`src/verilog/trace_pkg.sv`:
```
/*
  Shared widths, types and register map of the pipeline trace unit.
  The record store assumes that fewer than RECORD_DEPTH instructions are in flight.
  Wishbone addresses are word addresses on a 32-bit read data bus.
*/
package trace_pkg;

    ////////////////////////////////////////////////////////////////////////////
    // Sizes.
    ////////////////////////////////////////////////////////////////////////////
    localparam int RECORD_DEPTH = 16;                // Records held by ID.
    localparam int FIFO_DEPTH   = 8;                 // Entries waiting for software.
    localparam int REC_AW       = $clog2(RECORD_DEPTH);
    localparam int FIFO_AW      = $clog2(FIFO_DEPTH);

    typedef logic [15:0] instr_id_t;                 // Wrapping instruction ID.
    typedef logic [7:0]  evt_t;                      // Stage event code.
    typedef logic [7:0]  opcode_t;                   // Opcode class from decode.
    typedef logic [3:0]  stall_cnt_t;                // Saturating stall cycles.
    typedef logic [31:0] wb_data_t;
    typedef logic [1:0]  wb_addr_t;

    localparam stall_cnt_t STALL_MAX = '1;           // Saturation value.
    localparam int LOST_BIT          = $bits(evt_t) - 1;  // Lost-record marker in wb_evt.
    localparam int STAT_EMPTY_BIT    = 8;
    localparam int STAT_OVF_BIT      = 9;

    ////////////////////////////////////////////////////////////////////////////
    // Pipeline and record structures.
    ////////////////////////////////////////////////////////////////////////////
    typedef struct packed {
        logic      valid;
        instr_id_t id;
    } stage_tag_t;

    typedef struct packed {
        stage_tag_t fetch;
        stage_tag_t decode;
        stage_tag_t execute;
        stage_tag_t memory;
        stage_tag_t wb;
    } pipe_tags_t;

    typedef struct packed {
        opcode_t opcode;                             // Valid with decode_evt.
        evt_t    fetch_evt;
        evt_t    decode_evt;
        evt_t    exec_evt;
        evt_t    mem_evt;
        evt_t    wb_evt;
    } stage_evt_t;

    typedef struct packed {
        instr_id_t  id;
        opcode_t    opcode;
        evt_t       fetch_evt;
        evt_t       decode_evt;
        evt_t       exec_evt;
        evt_t       mem_evt;
        evt_t       wb_evt;
        stall_cnt_t stall_cnt;
        logic       halt;
    } trace_rec_t;

    // Wishbone register map.
    localparam wb_addr_t ADDR_INFO = 2'd0;           // ID, opcode, stall count, halt.
    localparam wb_addr_t ADDR_EVTS = 2'd1;           // Fetch to memory events.
    localparam wb_addr_t ADDR_WB   = 2'd2;           // Write-back event. Pops.
    localparam wb_addr_t ADDR_STAT = 2'd3;           // Count, empty, overflow. Clears overflow.

endpackage

```
`src/verilog/trace_id_tracker.sv`:
```
/*
  Instruction ID and valid tracking through the five pipeline stages.
  stall holds fetch and decode and sends a bubble into execute.
  After hlt the tracker accepts no fetch until reset.
  The fetch tag is combinational from the inputs of the same cycle.
*/
`timescale 1ns/10ps

module trace_id_tracker (
    input  logic                  clk,
    input  logic                  rst_n,
    input  logic                  fetch_valid,  // Instruction presented in fetch.
    input  logic                  stall,        // Hold fetch and decode.
    input  logic                  hlt,          // Decode instruction is a halt.
    output trace_pkg::pipe_tags_t tags,         // ID and valid of every stage.
    output logic                  halt_mark,    // Mark decode ID as halt.
    output logic                  stall_inc     // Count a stall on decode ID.
);
    import trace_pkg::*;

    instr_id_t  next_id;    // ID for the next accepted instruction.
    logic       halted;     // Fetch frozen until reset.
    logic       accept;     // Instruction enters the pipe this cycle.
    stage_tag_t fetch_tag;
    stage_tag_t dec_q;
    stage_tag_t exe_q;
    stage_tag_t mem_q;
    stage_tag_t wb_q;

    ////////////////////////////////////////////////////////////////////////////
    // Fetch acceptance.
    ////////////////////////////////////////////////////////////////////////////

    // The fetch after a halt is ignored, also in the cycle that hlt is seen.
    assign accept = fetch_valid && !stall && !halted && !hlt;

    assign fetch_tag.valid = accept;
    assign fetch_tag.id    = next_id;

    always_ff @(posedge clk) begin
        if (!rst_n) begin
            next_id <= '0;                           // IDs start at zero.
            halted  <= 1'b0;
        end else begin
            if (accept) begin
                next_id <= next_id + 1'b1;           // Wraps at 16 bits.
            end
            if (hlt) begin
                halted <= 1'b1;                      // Sticky until reset.
            end
        end
    end

    ////////////////////////////////////////////////////////////////////////////
    // Stage propagation.
    ////////////////////////////////////////////////////////////////////////////
    always_ff @(posedge clk) begin
        if (!rst_n) begin
            dec_q <= '0;
            exe_q <= '0;
            mem_q <= '0;
            wb_q  <= '0;
        end else begin
            if (!stall) begin
                dec_q <= fetch_tag;                  // Decode holds while stalled.
            end
            exe_q.valid <= dec_q.valid && !stall;    // Bubble during a stall.
            exe_q.id    <= dec_q.id;
            mem_q       <= exe_q;                    // Memory and wb keep moving.
            wb_q        <= mem_q;
        end
    end

    // Decode side requests to the record store.
    assign halt_mark = hlt && dec_q.valid;
    assign stall_inc = stall && dec_q.valid;         // One per stalled decode cycle.

    assign tags.fetch   = fetch_tag;
    assign tags.decode  = dec_q;
    assign tags.execute = exe_q;
    assign tags.memory  = mem_q;
    assign tags.wb      = wb_q;

endmodule

```
`src/verilog/trace_record_store.sv`:
```
/*
  Per-instruction record memory indexed by the low ID bits.
  Each stage writes its own fields in the cycle its tag is valid.
  The record leaves one cycle after its wb cycle, merged with the wb event.
*/
`timescale 1ns/10ps

module trace_record_store (
    input  logic                  clk,
    input  logic                  rst_n,
    input  trace_pkg::pipe_tags_t tags,
    input  trace_pkg::stage_evt_t evt,
    input  logic                  halt_mark,
    input  logic                  stall_inc,
    output trace_pkg::trace_rec_t rec,
    output logic                  rec_valid
);
    import trace_pkg::*;

    trace_rec_t        mem [RECORD_DEPTH];   // Record per in-flight ID.
    logic [REC_AW-1:0] f_idx;
    logic [REC_AW-1:0] d_idx;
    logic [REC_AW-1:0] e_idx;
    logic [REC_AW-1:0] m_idx;
    logic [REC_AW-1:0] w_idx;

    assign f_idx = tags.fetch.id[REC_AW-1:0];
    assign d_idx = tags.decode.id[REC_AW-1:0];
    assign e_idx = tags.execute.id[REC_AW-1:0];
    assign m_idx = tags.memory.id[REC_AW-1:0];
    assign w_idx = tags.wb.id[REC_AW-1:0];

    ////////////////////////////////////////////////////////////////////////////
    // Event capture.
    ////////////////////////////////////////////////////////////////////////////
    always_ff @(posedge clk) begin
        if (tags.fetch.valid) begin
            // New ID. Start a clean record.
            mem[f_idx] <= '{id: tags.fetch.id, fetch_evt: evt.fetch_evt, default: '0};
        end
        if (tags.decode.valid) begin
            mem[d_idx].opcode     <= evt.opcode;     // Last decode cycle wins.
            mem[d_idx].decode_evt <= evt.decode_evt;
            if (stall_inc && mem[d_idx].stall_cnt != STALL_MAX) begin
                mem[d_idx].stall_cnt <= mem[d_idx].stall_cnt + 1'b1;
            end
            if (halt_mark) begin
                mem[d_idx].halt <= 1'b1;
            end
        end
        if (tags.execute.valid) begin
            mem[e_idx].exec_evt <= evt.exec_evt;
        end
        if (tags.memory.valid) begin
            mem[m_idx].mem_evt <= evt.mem_evt;
        end
    end

    ////////////////////////////////////////////////////////////////////////////
    // Retirement read.
    ////////////////////////////////////////////////////////////////////////////
    always_ff @(posedge clk) begin
        if (tags.wb.valid) begin
            rec        <= mem[w_idx];
            rec.wb_evt <= evt.wb_evt;                // Taken live from the wb stage.
        end
    end

    always_ff @(posedge clk) begin
        if (!rst_n) begin
            rec_valid <= 1'b0;
        end else begin
            rec_valid <= tags.wb.valid;              // One pulse per retired ID.
        end
    end

endmodule

```
`src/verilog/trace_retire_packer.sv`:
```
/*
  Final stage before the trace queue.
  Checks retirement order against the last retired ID plus one.
  A gap in the IDs sets the top bit of wb_evt as a lost-record marker.
  The expected ID starts at zero after reset.
*/
`timescale 1ns/10ps

module trace_retire_packer (
    input  logic                  clk,
    input  logic                  rst_n,
    input  trace_pkg::trace_rec_t rec,
    input  logic                  rec_valid,
    output trace_pkg::trace_rec_t entry,
    output logic                  push
);
    import trace_pkg::*;

    instr_id_t exp_id;     // Next ID expected to retire.
    logic      id_gap;     // Record does not follow the last one.

    assign id_gap = rec.id != exp_id;

    ////////////////////////////////////////////////////////////////////////////
    // Order tracking.
    ////////////////////////////////////////////////////////////////////////////
    always_ff @(posedge clk) begin
        if (!rst_n) begin
            exp_id <= '0;
            push   <= 1'b0;
        end else begin
            push <= rec_valid;                       // One cycle behind the record.
            if (rec_valid) begin
                exp_id <= rec.id + 1'b1;             // Resync on every record.
            end
        end
    end

    ////////////////////////////////////////////////////////////////////////////
    // Entry register.
    ////////////////////////////////////////////////////////////////////////////
    always_ff @(posedge clk) begin
        if (rec_valid) begin
            entry <= rec;
            if (id_gap) begin
                // A record was lost or replaced in the store.
                entry.wb_evt[LOST_BIT] <= 1'b1;
            end
        end
    end

endmodule

```
`src/verilog/trace_fifo_wb.sv`:
```
/*
  Trace queue with a Wishbone classic read port.
  A push into a full queue is dropped and sets the sticky overflow flag.
  The next stored entry then carries the lost-record marker in wb_evt.
  Reads of ADDR_WB pop. Reads of ADDR_STAT clear overflow. Writes are ignored.
*/
`timescale 1ns/10ps

module trace_fifo_wb (
    input  logic                  clk,
    input  logic                  rst_n,
    input  trace_pkg::trace_rec_t entry,
    input  logic                  push,
    input  logic                  cyc,
    input  logic                  stb,
    input  logic                  we,
    input  trace_pkg::wb_addr_t   adr,
    output trace_pkg::wb_data_t   dat_r,
    output logic                  ack
);
    import trace_pkg::*;

    trace_rec_t         q [FIFO_DEPTH];
    logic [FIFO_AW-1:0] wr_ptr;
    logic [FIFO_AW-1:0] rd_ptr;
    logic [FIFO_AW:0]   count;         // 0 to FIFO_DEPTH.
    logic               overflow;      // Sticky until status read.
    logic               lost_pend;     // Mark the next stored entry.
    logic               full;
    logic               empty;
    logic               push_ok;
    logic               drop;
    logic               wb_req;        // New bus cycle this clock.
    logic               rd_req;
    logic               pop;
    trace_rec_t         head;
    trace_rec_t         in_ent;
    wb_data_t           rd_data;

    assign full    = count == (FIFO_AW + 1)'(FIFO_DEPTH);
    assign empty   = count == '0;
    assign push_ok = push && !full;
    assign drop    = push && full;
    assign wb_req  = cyc && stb && !ack;             // Ack once per strobe.
    assign rd_req  = wb_req && !we;
    assign pop     = rd_req && adr == ADDR_WB && !empty;
    assign head    = q[rd_ptr];

    always_comb begin
        in_ent = entry;
        if (lost_pend) begin
            in_ent.wb_evt[LOST_BIT] = 1'b1;          // Entries were dropped before it.
        end
    end

    ////////////////////////////////////////////////////////////////////////////
    // Queue control.
    ////////////////////////////////////////////////////////////////////////////
    always_ff @(posedge clk) begin
        if (!rst_n) begin
            wr_ptr    <= '0;
            rd_ptr    <= '0;
            count     <= '0;
            overflow  <= 1'b0;
            lost_pend <= 1'b0;
            ack       <= 1'b0;
        end else begin
            ack <= wb_req;
            if (push_ok) begin
                wr_ptr <= wr_ptr + 1'b1;
            end
            if (pop) begin
                rd_ptr <= rd_ptr + 1'b1;
            end
            case ({push_ok, pop})
                2'b10:   count <= count + 1'b1;
                2'b01:   count <= count - 1'b1;
                default: count <= count;             // Both or neither.
            endcase
            if (drop) begin
                overflow <= 1'b1;                    // Set wins over a clear.
            end else if (rd_req && adr == ADDR_STAT) begin
                overflow <= 1'b0;
            end
            if (drop) begin
                lost_pend <= 1'b1;
            end else if (push_ok) begin
                lost_pend <= 1'b0;
            end
        end
    end

    always_ff @(posedge clk) begin
        if (push_ok) begin
            q[wr_ptr] <= in_ent;
        end
    end

    ////////////////////////////////////////////////////////////////////////////
    // Register map.
    ////////////////////////////////////////////////////////////////////////////
    always_comb begin
        rd_data = '0;                                // Empty queue reads zero.
        case (adr)
            ADDR_INFO: if (!empty) begin
                rd_data[15:0]  = head.id;
                rd_data[23:16] = head.opcode;
                rd_data[27:24] = head.stall_cnt;
                rd_data[28]    = head.halt;
            end
            ADDR_EVTS: if (!empty) begin
                rd_data = {head.mem_evt, head.exec_evt, head.decode_evt, head.fetch_evt};
            end
            ADDR_WB: if (!empty) begin
                rd_data[7:0] = head.wb_evt;
            end
            default: begin
                rd_data[FIFO_AW:0]     = count;      // Status word.
                rd_data[STAT_EMPTY_BIT] = empty;
                rd_data[STAT_OVF_BIT]   = overflow;
            end
        endcase
    end

    always_ff @(posedge clk) begin
        if (wb_req) begin
            dat_r <= we ? '0 : rd_data;              // Sampled with the request.
        end
    end

endmodule

```
`src/verilog/pipeline_trace_top.sv`:
```
/*
  Pipeline trace unit top level.
  The CPU side has no handshake. A full queue loses records.
  Software reads records through the Wishbone classic slave port.
*/
`timescale 1ns/10ps

module pipeline_trace_top (
    input  logic                  clk,
    input  logic                  rst_n,
    input  logic                  fetch_valid,
    input  logic                  stall,
    input  logic                  hlt,
    input  trace_pkg::stage_evt_t evt,          // Event codes of all stages.
    input  logic                  cyc,
    input  logic                  stb,
    input  logic                  we,
    input  trace_pkg::wb_addr_t   adr,
    output trace_pkg::wb_data_t   dat_r,
    output logic                  ack
);
    import trace_pkg::*;

    pipe_tags_t tags;          // Tracker to store.
    logic       halt_mark;
    logic       stall_inc;
    trace_rec_t rec;           // Store to packer.
    logic       rec_valid;
    trace_rec_t entry;         // Packer to queue.
    logic       push;

    ////////////////////////////////////////////////////////////////////////////
    // Trace chain.
    ////////////////////////////////////////////////////////////////////////////
    trace_id_tracker i_trace_id_tracker (
        .clk         (clk),
        .rst_n       (rst_n),
        .fetch_valid (fetch_valid),
        .stall       (stall),
        .hlt         (hlt),
        .tags        (tags),
        .halt_mark   (halt_mark),
        .stall_inc   (stall_inc)
    );

    trace_record_store i_trace_record_store (
        .clk       (clk),
        .rst_n     (rst_n),
        .tags      (tags),
        .evt       (evt),
        .halt_mark (halt_mark),
        .stall_inc (stall_inc),
        .rec       (rec),
        .rec_valid (rec_valid)
    );

    trace_retire_packer i_trace_retire_packer (
        .clk       (clk),
        .rst_n     (rst_n),
        .rec       (rec),
        .rec_valid (rec_valid),
        .entry     (entry),
        .push      (push)
    );

    trace_fifo_wb i_trace_fifo_wb (
        .clk   (clk),
        .rst_n (rst_n),
        .entry (entry),
        .push  (push),
        .cyc   (cyc),
        .stb   (stb),
        .we    (we),
        .adr   (adr),
        .dat_r (dat_r),
        .ack   (ack)
    );

endmodule

```
`config.mk`:
```
export PLATFORM = sky130hd
export DESIGN_NAME = pipeline_trace_top
export DESIGN_NICKNAME = d
export VERILOG_FILES = /design/src/verilog/trace_pkg.sv /design/src/verilog/trace_id_tracker.sv /design/src/verilog/trace_record_store.sv /design/src/verilog/trace_retire_packer.sv /design/src/verilog/trace_fifo_wb.sv /design/src/verilog/pipeline_trace_top.sv
export SDC_FILE = /design/constraint.sdc
export NUM_CORES = 2
export LEC_CHECK = 0
export BUFFER_PORTS_ARGS = -buffer_cell sky130_fd_sc_hd__clkbuf_2
export CAP_MARGIN = 20
export CORE_ASPECT_RATIO = 1.25
export CORE_MARGIN = 8
export CORE_UTILIZATION = 63
export DETAILED_ROUTE_END_ITERATION = 10
export GPL_ROUTABILITY_DRIVEN = 0
export PLACE_DENSITY = 0.8
export SYNTH_ARGS = -nofsm -noshare
export SYNTH_HDL_FRONTEND = slang
export SYNTH_HIERARCHICAL = 1
export SYNTH_SLANG_ARGS = --single-unit
```
`constraint.sdc`:
```
create_clock -name clk -period 6.96 [get_ports clk]
set_input_delay 0.696 -clock clk [delete_from_list [all_inputs] [get_ports clk]]
set_output_delay 0.696 -clock clk [all_outputs]
set_load 0.02 [all_outputs]
```
After elaboration in Yosys (flattened, before gate mapping)
Memory sizes are Yosys's and may differ from the RTL's. A register that Yosys moved wholly into a read port is not among the register bits.
Index checks and enable logic that the tools add are counted.
{"block": "totals", "ff_bits": 177, "ramBits": 1528, "input_bits": 58, "out_inout_bits": 33, "elab_cells": 111, "n_memories": 2}
{"name": "i_trace_record_store.mem", "depth": 16, "width": 61, "rd": 2, "rd_ports_with_merged_regs": 2, "wr": 4, "line": "trace_record_store.sv:20", "text": "trace_rec_t mem [RECORD_DEPTH];"}
{"name": "i_trace_fifo_wb.q", "depth": 8, "width": 69, "rd": 1, "rd_ports_with_merged_regs": 1, "wr": 1, "line": "trace_fifo_wb.sv:23", "text": "trace_rec_t q [FIFO_DEPTH];"}
{"block": "op_classes", "n_addsub": 7, "eq_ne": 8, "muxes": 33, "bitwise": 1, "reduce_logical": 28}
{"cell": "29-bit two-way mux", "count": 2}
{"cell": "19-bit one-hot mux with 2 select lines", "count": 1}
{"cell": "16-bit by 1-bit adder with 16-bit output (second input constant)", "count": 2}
{"cell": "4-bit one-hot mux with 3 select lines", "count": 2}
{"cell": "1-bit two-way mux", "count": 21}
{"cell": "16-bit inequality test", "count": 1}
{"cell": "1-bit logical AND", "count": 15}
{"cell": "4-bit by 1-bit adder with 4-bit output (second input constant)", "count": 2}
{"cell": "4-bit two-way mux", "count": 2}
{"cell": "8-bit two-way mux", "count": 1}
{"cell": "4-bit one-hot mux with 2 select lines", "count": 1}
{"cell": "1-bit logical NOT", "count": 7}
{"cell": "3-bit by 1-bit adder with 3-bit output (second input constant)", "count": 2}
{"cell": "2-bit equality test (second input constant)", "count": 3}
{"cell": "3-bit two-way mux", "count": 2}
{"cell": "2-bit one-hot mux with 3 select lines", "count": 1}
{"cell": "2-bit nonzero test", "count": 3}
{"cell": "2-bit by 1-bit equality test with 1-bit output (second input constant)", "count": 2}
{"cell": "4-bit equality test (second input constant)", "count": 1}
{"cell": "4-bit logical NOT", "count": 1}
{"cell": "4-bit inequality test (second input constant)", "count": 1}
{"cell": "4-bit by 1-bit subtractor with 4-bit output (second input constant)", "count": 1}
{"cell": "3-bit OR reduction", "count": 1}
{"cell": "2-bit logical NOT", "count": 1}
{"cell": "1-bit inverter", "count": 1}

Longest topological paths before layout
{"block": "logic_depth", "word_depth": 7, "depth_mapped": 12, "depth_no_buf": 10}

Modules after synthesis
Netlist, hierarchy kept.
{"module": "trace_record_store", "n_inst": 1, "cells_per_inst": 2354, "area_per_inst_um2": 43955.9, "seq_area_each_um2": 31240.0}
{"module": "trace_fifo_wb", "n_inst": 1, "cells_per_inst": 1062, "area_per_inst_um2": 23013.3, "seq_area_each_um2": 17857.1}
{"module": "trace_retire_packer", "n_inst": 1, "cells_per_inst": 188, "area_per_inst_um2": 3106.7, "seq_area_each_um2": 2412.3}
{"module": "trace_id_tracker", "n_inst": 1, "cells_per_inst": 256, "area_per_inst_um2": 2761.4, "seq_area_each_um2": 1701.6}

Worst setup path after synthesis
Ideal clock, no wire load.
{"block": "synth_path", "path_kind": "register -> register", "from": "register i_trace_fifo_wb.count[1]", "to": "memory i_trace_fifo_wb/q[0][0] in the netlist's numbering, enable pin", "setup_time_ps": 581, "arrival_time_ps": 5616, "t_required_ps": 6379, "path_slack_ps": 763, "stages_incl_launch_ff": 6, "path_buffers": 1, "synth_period_minus_slack_ps": 6197, "path_cell_list": "dfxtp_1 > buf_2 > nor4b_1 > nor2b_1 > nand2b_1 > nor3_1"}
{"block": "synth_via", "elab_chain_cells": 5}
{"element": "start: declaration", "line": "trace_fifo_wb.sv:26", "text": "logic [FIFO_AW:0] count;"}
{"element": "start signal: assignment", "line": "trace_fifo_wb.sv:76", "text": "2'b10: count <= count + 1'b1;"}
{"element": "start signal: assignment", "line": "trace_fifo_wb.sv:77", "text": "2'b01: count <= count - 1'b1;"}
{"element": "start signal: assignment", "line": "trace_fifo_wb.sv:78", "text": "default: count <= count;"}
{"element": "4-bit equality test", "line": "trace_fifo_wb.sv:40", "text": "assign full = count == (FIFO_AW + 1)'(FIFO_DEPTH);"}
{"element": "1-bit logical NOT", "line": "trace_fifo_wb.sv:42", "text": "assign push_ok = push && !full;"}
{"element": "1-bit logical AND", "line": "trace_fifo_wb.sv:42"}
{"element": "1-bit two-way mux", "line": "trace_fifo_wb.sv:94", "text": "if (push_ok) begin"}
{"element": "1-bit two-way mux (not written as such)", "line": "trace_fifo_wb.sv:95", "text": "q[wr_ptr] <= in_ent;"}
{"element": "end: declaration", "line": "trace_fifo_wb.sv:23"}
No other way between the ends.

==> impl_metrics.ini <==
[die]
die_width_microns = 317
ios = 91
core_area_sq_um = 113000
die_h_microns = 393
fp-row-count = 138
start_util_pct = 63.3
dieArea_sq_um = 125000

[detailed_routing]
vias = 36232
viasPerCell = 6.61
wire_per_inst_microns = 29.6
first_iter_violations = 4549
wirelength_mm = 162
drc = 0
ant_nets = 0
firstDrtPassIters = 9

[layout]
fill_cells = 6601
final_cell_mix = 1682 x edfxtp_1, 551 x and2_1, 444 x mux4_2
layout-drive-gt1-share_pct = 22.7
final_common_cell = edfxtp_1
syn_to_final_growth_pct = 10.6
final_nets = 3935

[clock_network]
cts_hold_buf = 0
cts_root_buf = clkbuf_16
cts_tree = built
clk_pin_slew_ns = 0.06
numCtsBuffers = 162
clk_latency_ns = 0.78
clock_sinks = 1769
cts.repair_timing.setup_buffer_count = 0
clockBufferDepth = 3
h-tree-depth = 4
cts-resized-gates = 0

[synthesis]
synth.cell_area_sq_um = 71500
avgSynthCellArea_sq_um = 19.1
synthCells = 3751
mappedNetlistNets = 3817
yosys_warnings = 6

[timing]
finalWorstSetupSlack_ns = 2.76
clock.fmax_ghz = 0.238
finalCritPeriodShare_pct = 60.4
slew_headroom_pct = 19.7
worst_slew_pin_slew_ns = 1.20
fin_crit_ns = 4.20
skew_ns = 0.0242
hold_violations = 0
setup_tns_ns = 0
setup_viol = 0
rsz0062_at_grt = false
final-max-slew-violation-count = 0

[global_routing]
grt_max_degree = 155
grt_antenna_before_repair = 17
grt_pass1_wl_mm = 240
gr-total-overflow = 0
grt_pass1_vias = 37125
grt_use_total_pct = 26.3

[placement]
pre_cts_slack_ns = 2.82
dpl.hpwl_mm = 94.4
io_buffer_count = 90

[job]
drv_cap = 0

[setup_path]
rr_worst_depth = 11
cp_slowest_cell = mux4_2
required_ns = 7.37
cp-start-kind = flip-flop
crit_type = reg2reg
crit-reg2reg-launch = i_trace_id_tracker/tags[51]$_SDFFE_PN0N_
r2r-end = i_trace_record_store/mem[0][3]$_DFFE_PP_
endpoint_kind = flip-flop
cp_common_cell = buf_4
path_cells = buf_4 -> mux4_2 -> a22o_1 -> a221oi_1 -> inv_1 -> ha_1 -> nand2_1 -> o22a_1 -> nor2_1 -> buf_4 -> o21ai_0
max_stage_delay_ns = 0.58
arrival_ns = 4.61
reg2reg_slack_ns = 2.76
path_max_fanout = 20

[worst_hold_path]
worstHoldStart = evt[3]
hp-class = in2reg
hold_end = i_trace_record_store/rec[8]$_DFFE_PP_
hold_depth = 1

[power_and_ir_drop]
peakVddDrop_mv = 0.263
power.density_nw_per_um2 = 261
p_leak_nw = 24.7

[run_status]
status = complete, no violations
## routing by layer
layer	share of wire, %	GRT usage [%]
met1	35	33.5
met2	52	45.9
met3	9.0	5.08
met4	3.4	8.29
met5	0.079	0
## worst max-delay path by stage
stage / from / endpoint / slack (ns) / cells past startpoint
2_1_floorplan: i_trace_fifo_wb/count[1]$_SDFFE_PN0P_ / i_trace_fifo_wb/q[0][0]$_DFFE_PP_ / 0.76 / 5
3_3_place_gp: stall / i_trace_record_store/mem[11][35]$_DFFE_PP_ / 2.90 / 7
3_5_place_dp: i_trace_id_tracker/tags[52]$_SDFFE_PN0N_ / i_trace_record_store/mem[0][1]$_DFFE_PP_ / 2.82 / 10
4_1_cts: i_trace_id_tracker/tags[52]$_SDFFE_PN0N_ / i_trace_record_store/mem[0][3]$_DFFE_PP_ / 2.69 / 10
5_1_grt: i_trace_id_tracker/tags[51]$_SDFFE_PN0N_ / i_trace_record_store/mem[0][3]$_DFFE_PP_ / 2.61 / 11
6_report: i_trace_id_tracker/tags[51]$_SDFFE_PN0N_ / i_trace_record_store/mem[0][3]$_DFFE_PP_ / 2.76 / 11
## area by class of cell
cell class / count / area, sq um / area share, %
Multi-Input combinational cell: 1748 / 18300 / 23.1
Clock buffer: 216 / 4550 / 5.75
Clock inverter: 81 / 813 / 1.03
Timing Repair Buffer: 164 / 1200 / 1.52
Sequential cell: 1769 / 52300 / 66.1
Inverter: 24 / 90.1 / 0.114
Tap cell: 1470 / 1840 / 2.33
Antenna cell: 6 / 15.0 / 0.0190
## report_power, final
group	internal [W]	leakage, nW	switching [W]
logic	0.0000569	6.29	0.000160
registers	0.0115	15.8	0.00000981
clock network	0.00512	2.63	0.00381
total	0.0167	24.7	0.00398
## stage by stage
step	total power (W)	hold slack, ns	std cells	util (%)	instance area (sq um)
final	0.0207	0.0880	5478	70.0	79100
after global routing	0.0212	0.0429	5472	70.0	79000
after CTS	0.0208	0.0233	5452	69.8	78800
after detailed placement	0.0120	0.405	5155	65.0	73400
after global placement	0.0119	0.401	5144	64.9	73300
after floorplan	0.0118	0.400	3751	-	71500
## registers in the layout, indices dropped and copies added (netlist names), named ones only
name	count
i_trace_retire_packer/entry	69
i_trace_record_store/mem	976
i_trace_id_tracker/tags	20
i_trace_fifo_wb/wr_ptr	3
i_trace_record_store/rec_valid	1
i_trace_fifo_wb/overflow	1
i_trace_fifo_wb/lost_pend	1
i_trace_retire_packer/exp_id	16
i_trace_fifo_wb/ack	1
i_trace_retire_packer/push	1
i_trace_fifo_wb/rd_ptr	3
i_trace_fifo_wb/dat_r	32
i_trace_id_tracker/next_id	16
i_trace_id_tracker/halted	1
i_trace_fifo_wb/count	4
i_trace_record_store/rec	69
i_trace_fifo_wb/q	552
## critical path, delay by kind of cell, from the launching register on
kind | cells | cell delay, ns
AOI/OAI and AO/OA | 4 | 1.44
and+or+nand+nor | 2 | 0.34
DFF | 1 | 0.46
adders and majority gates | 1 | 0.25
buffers and inverters | 3 | 0.74
muxes | 1 | 0.58
Power figures use the tool's default switching activity.
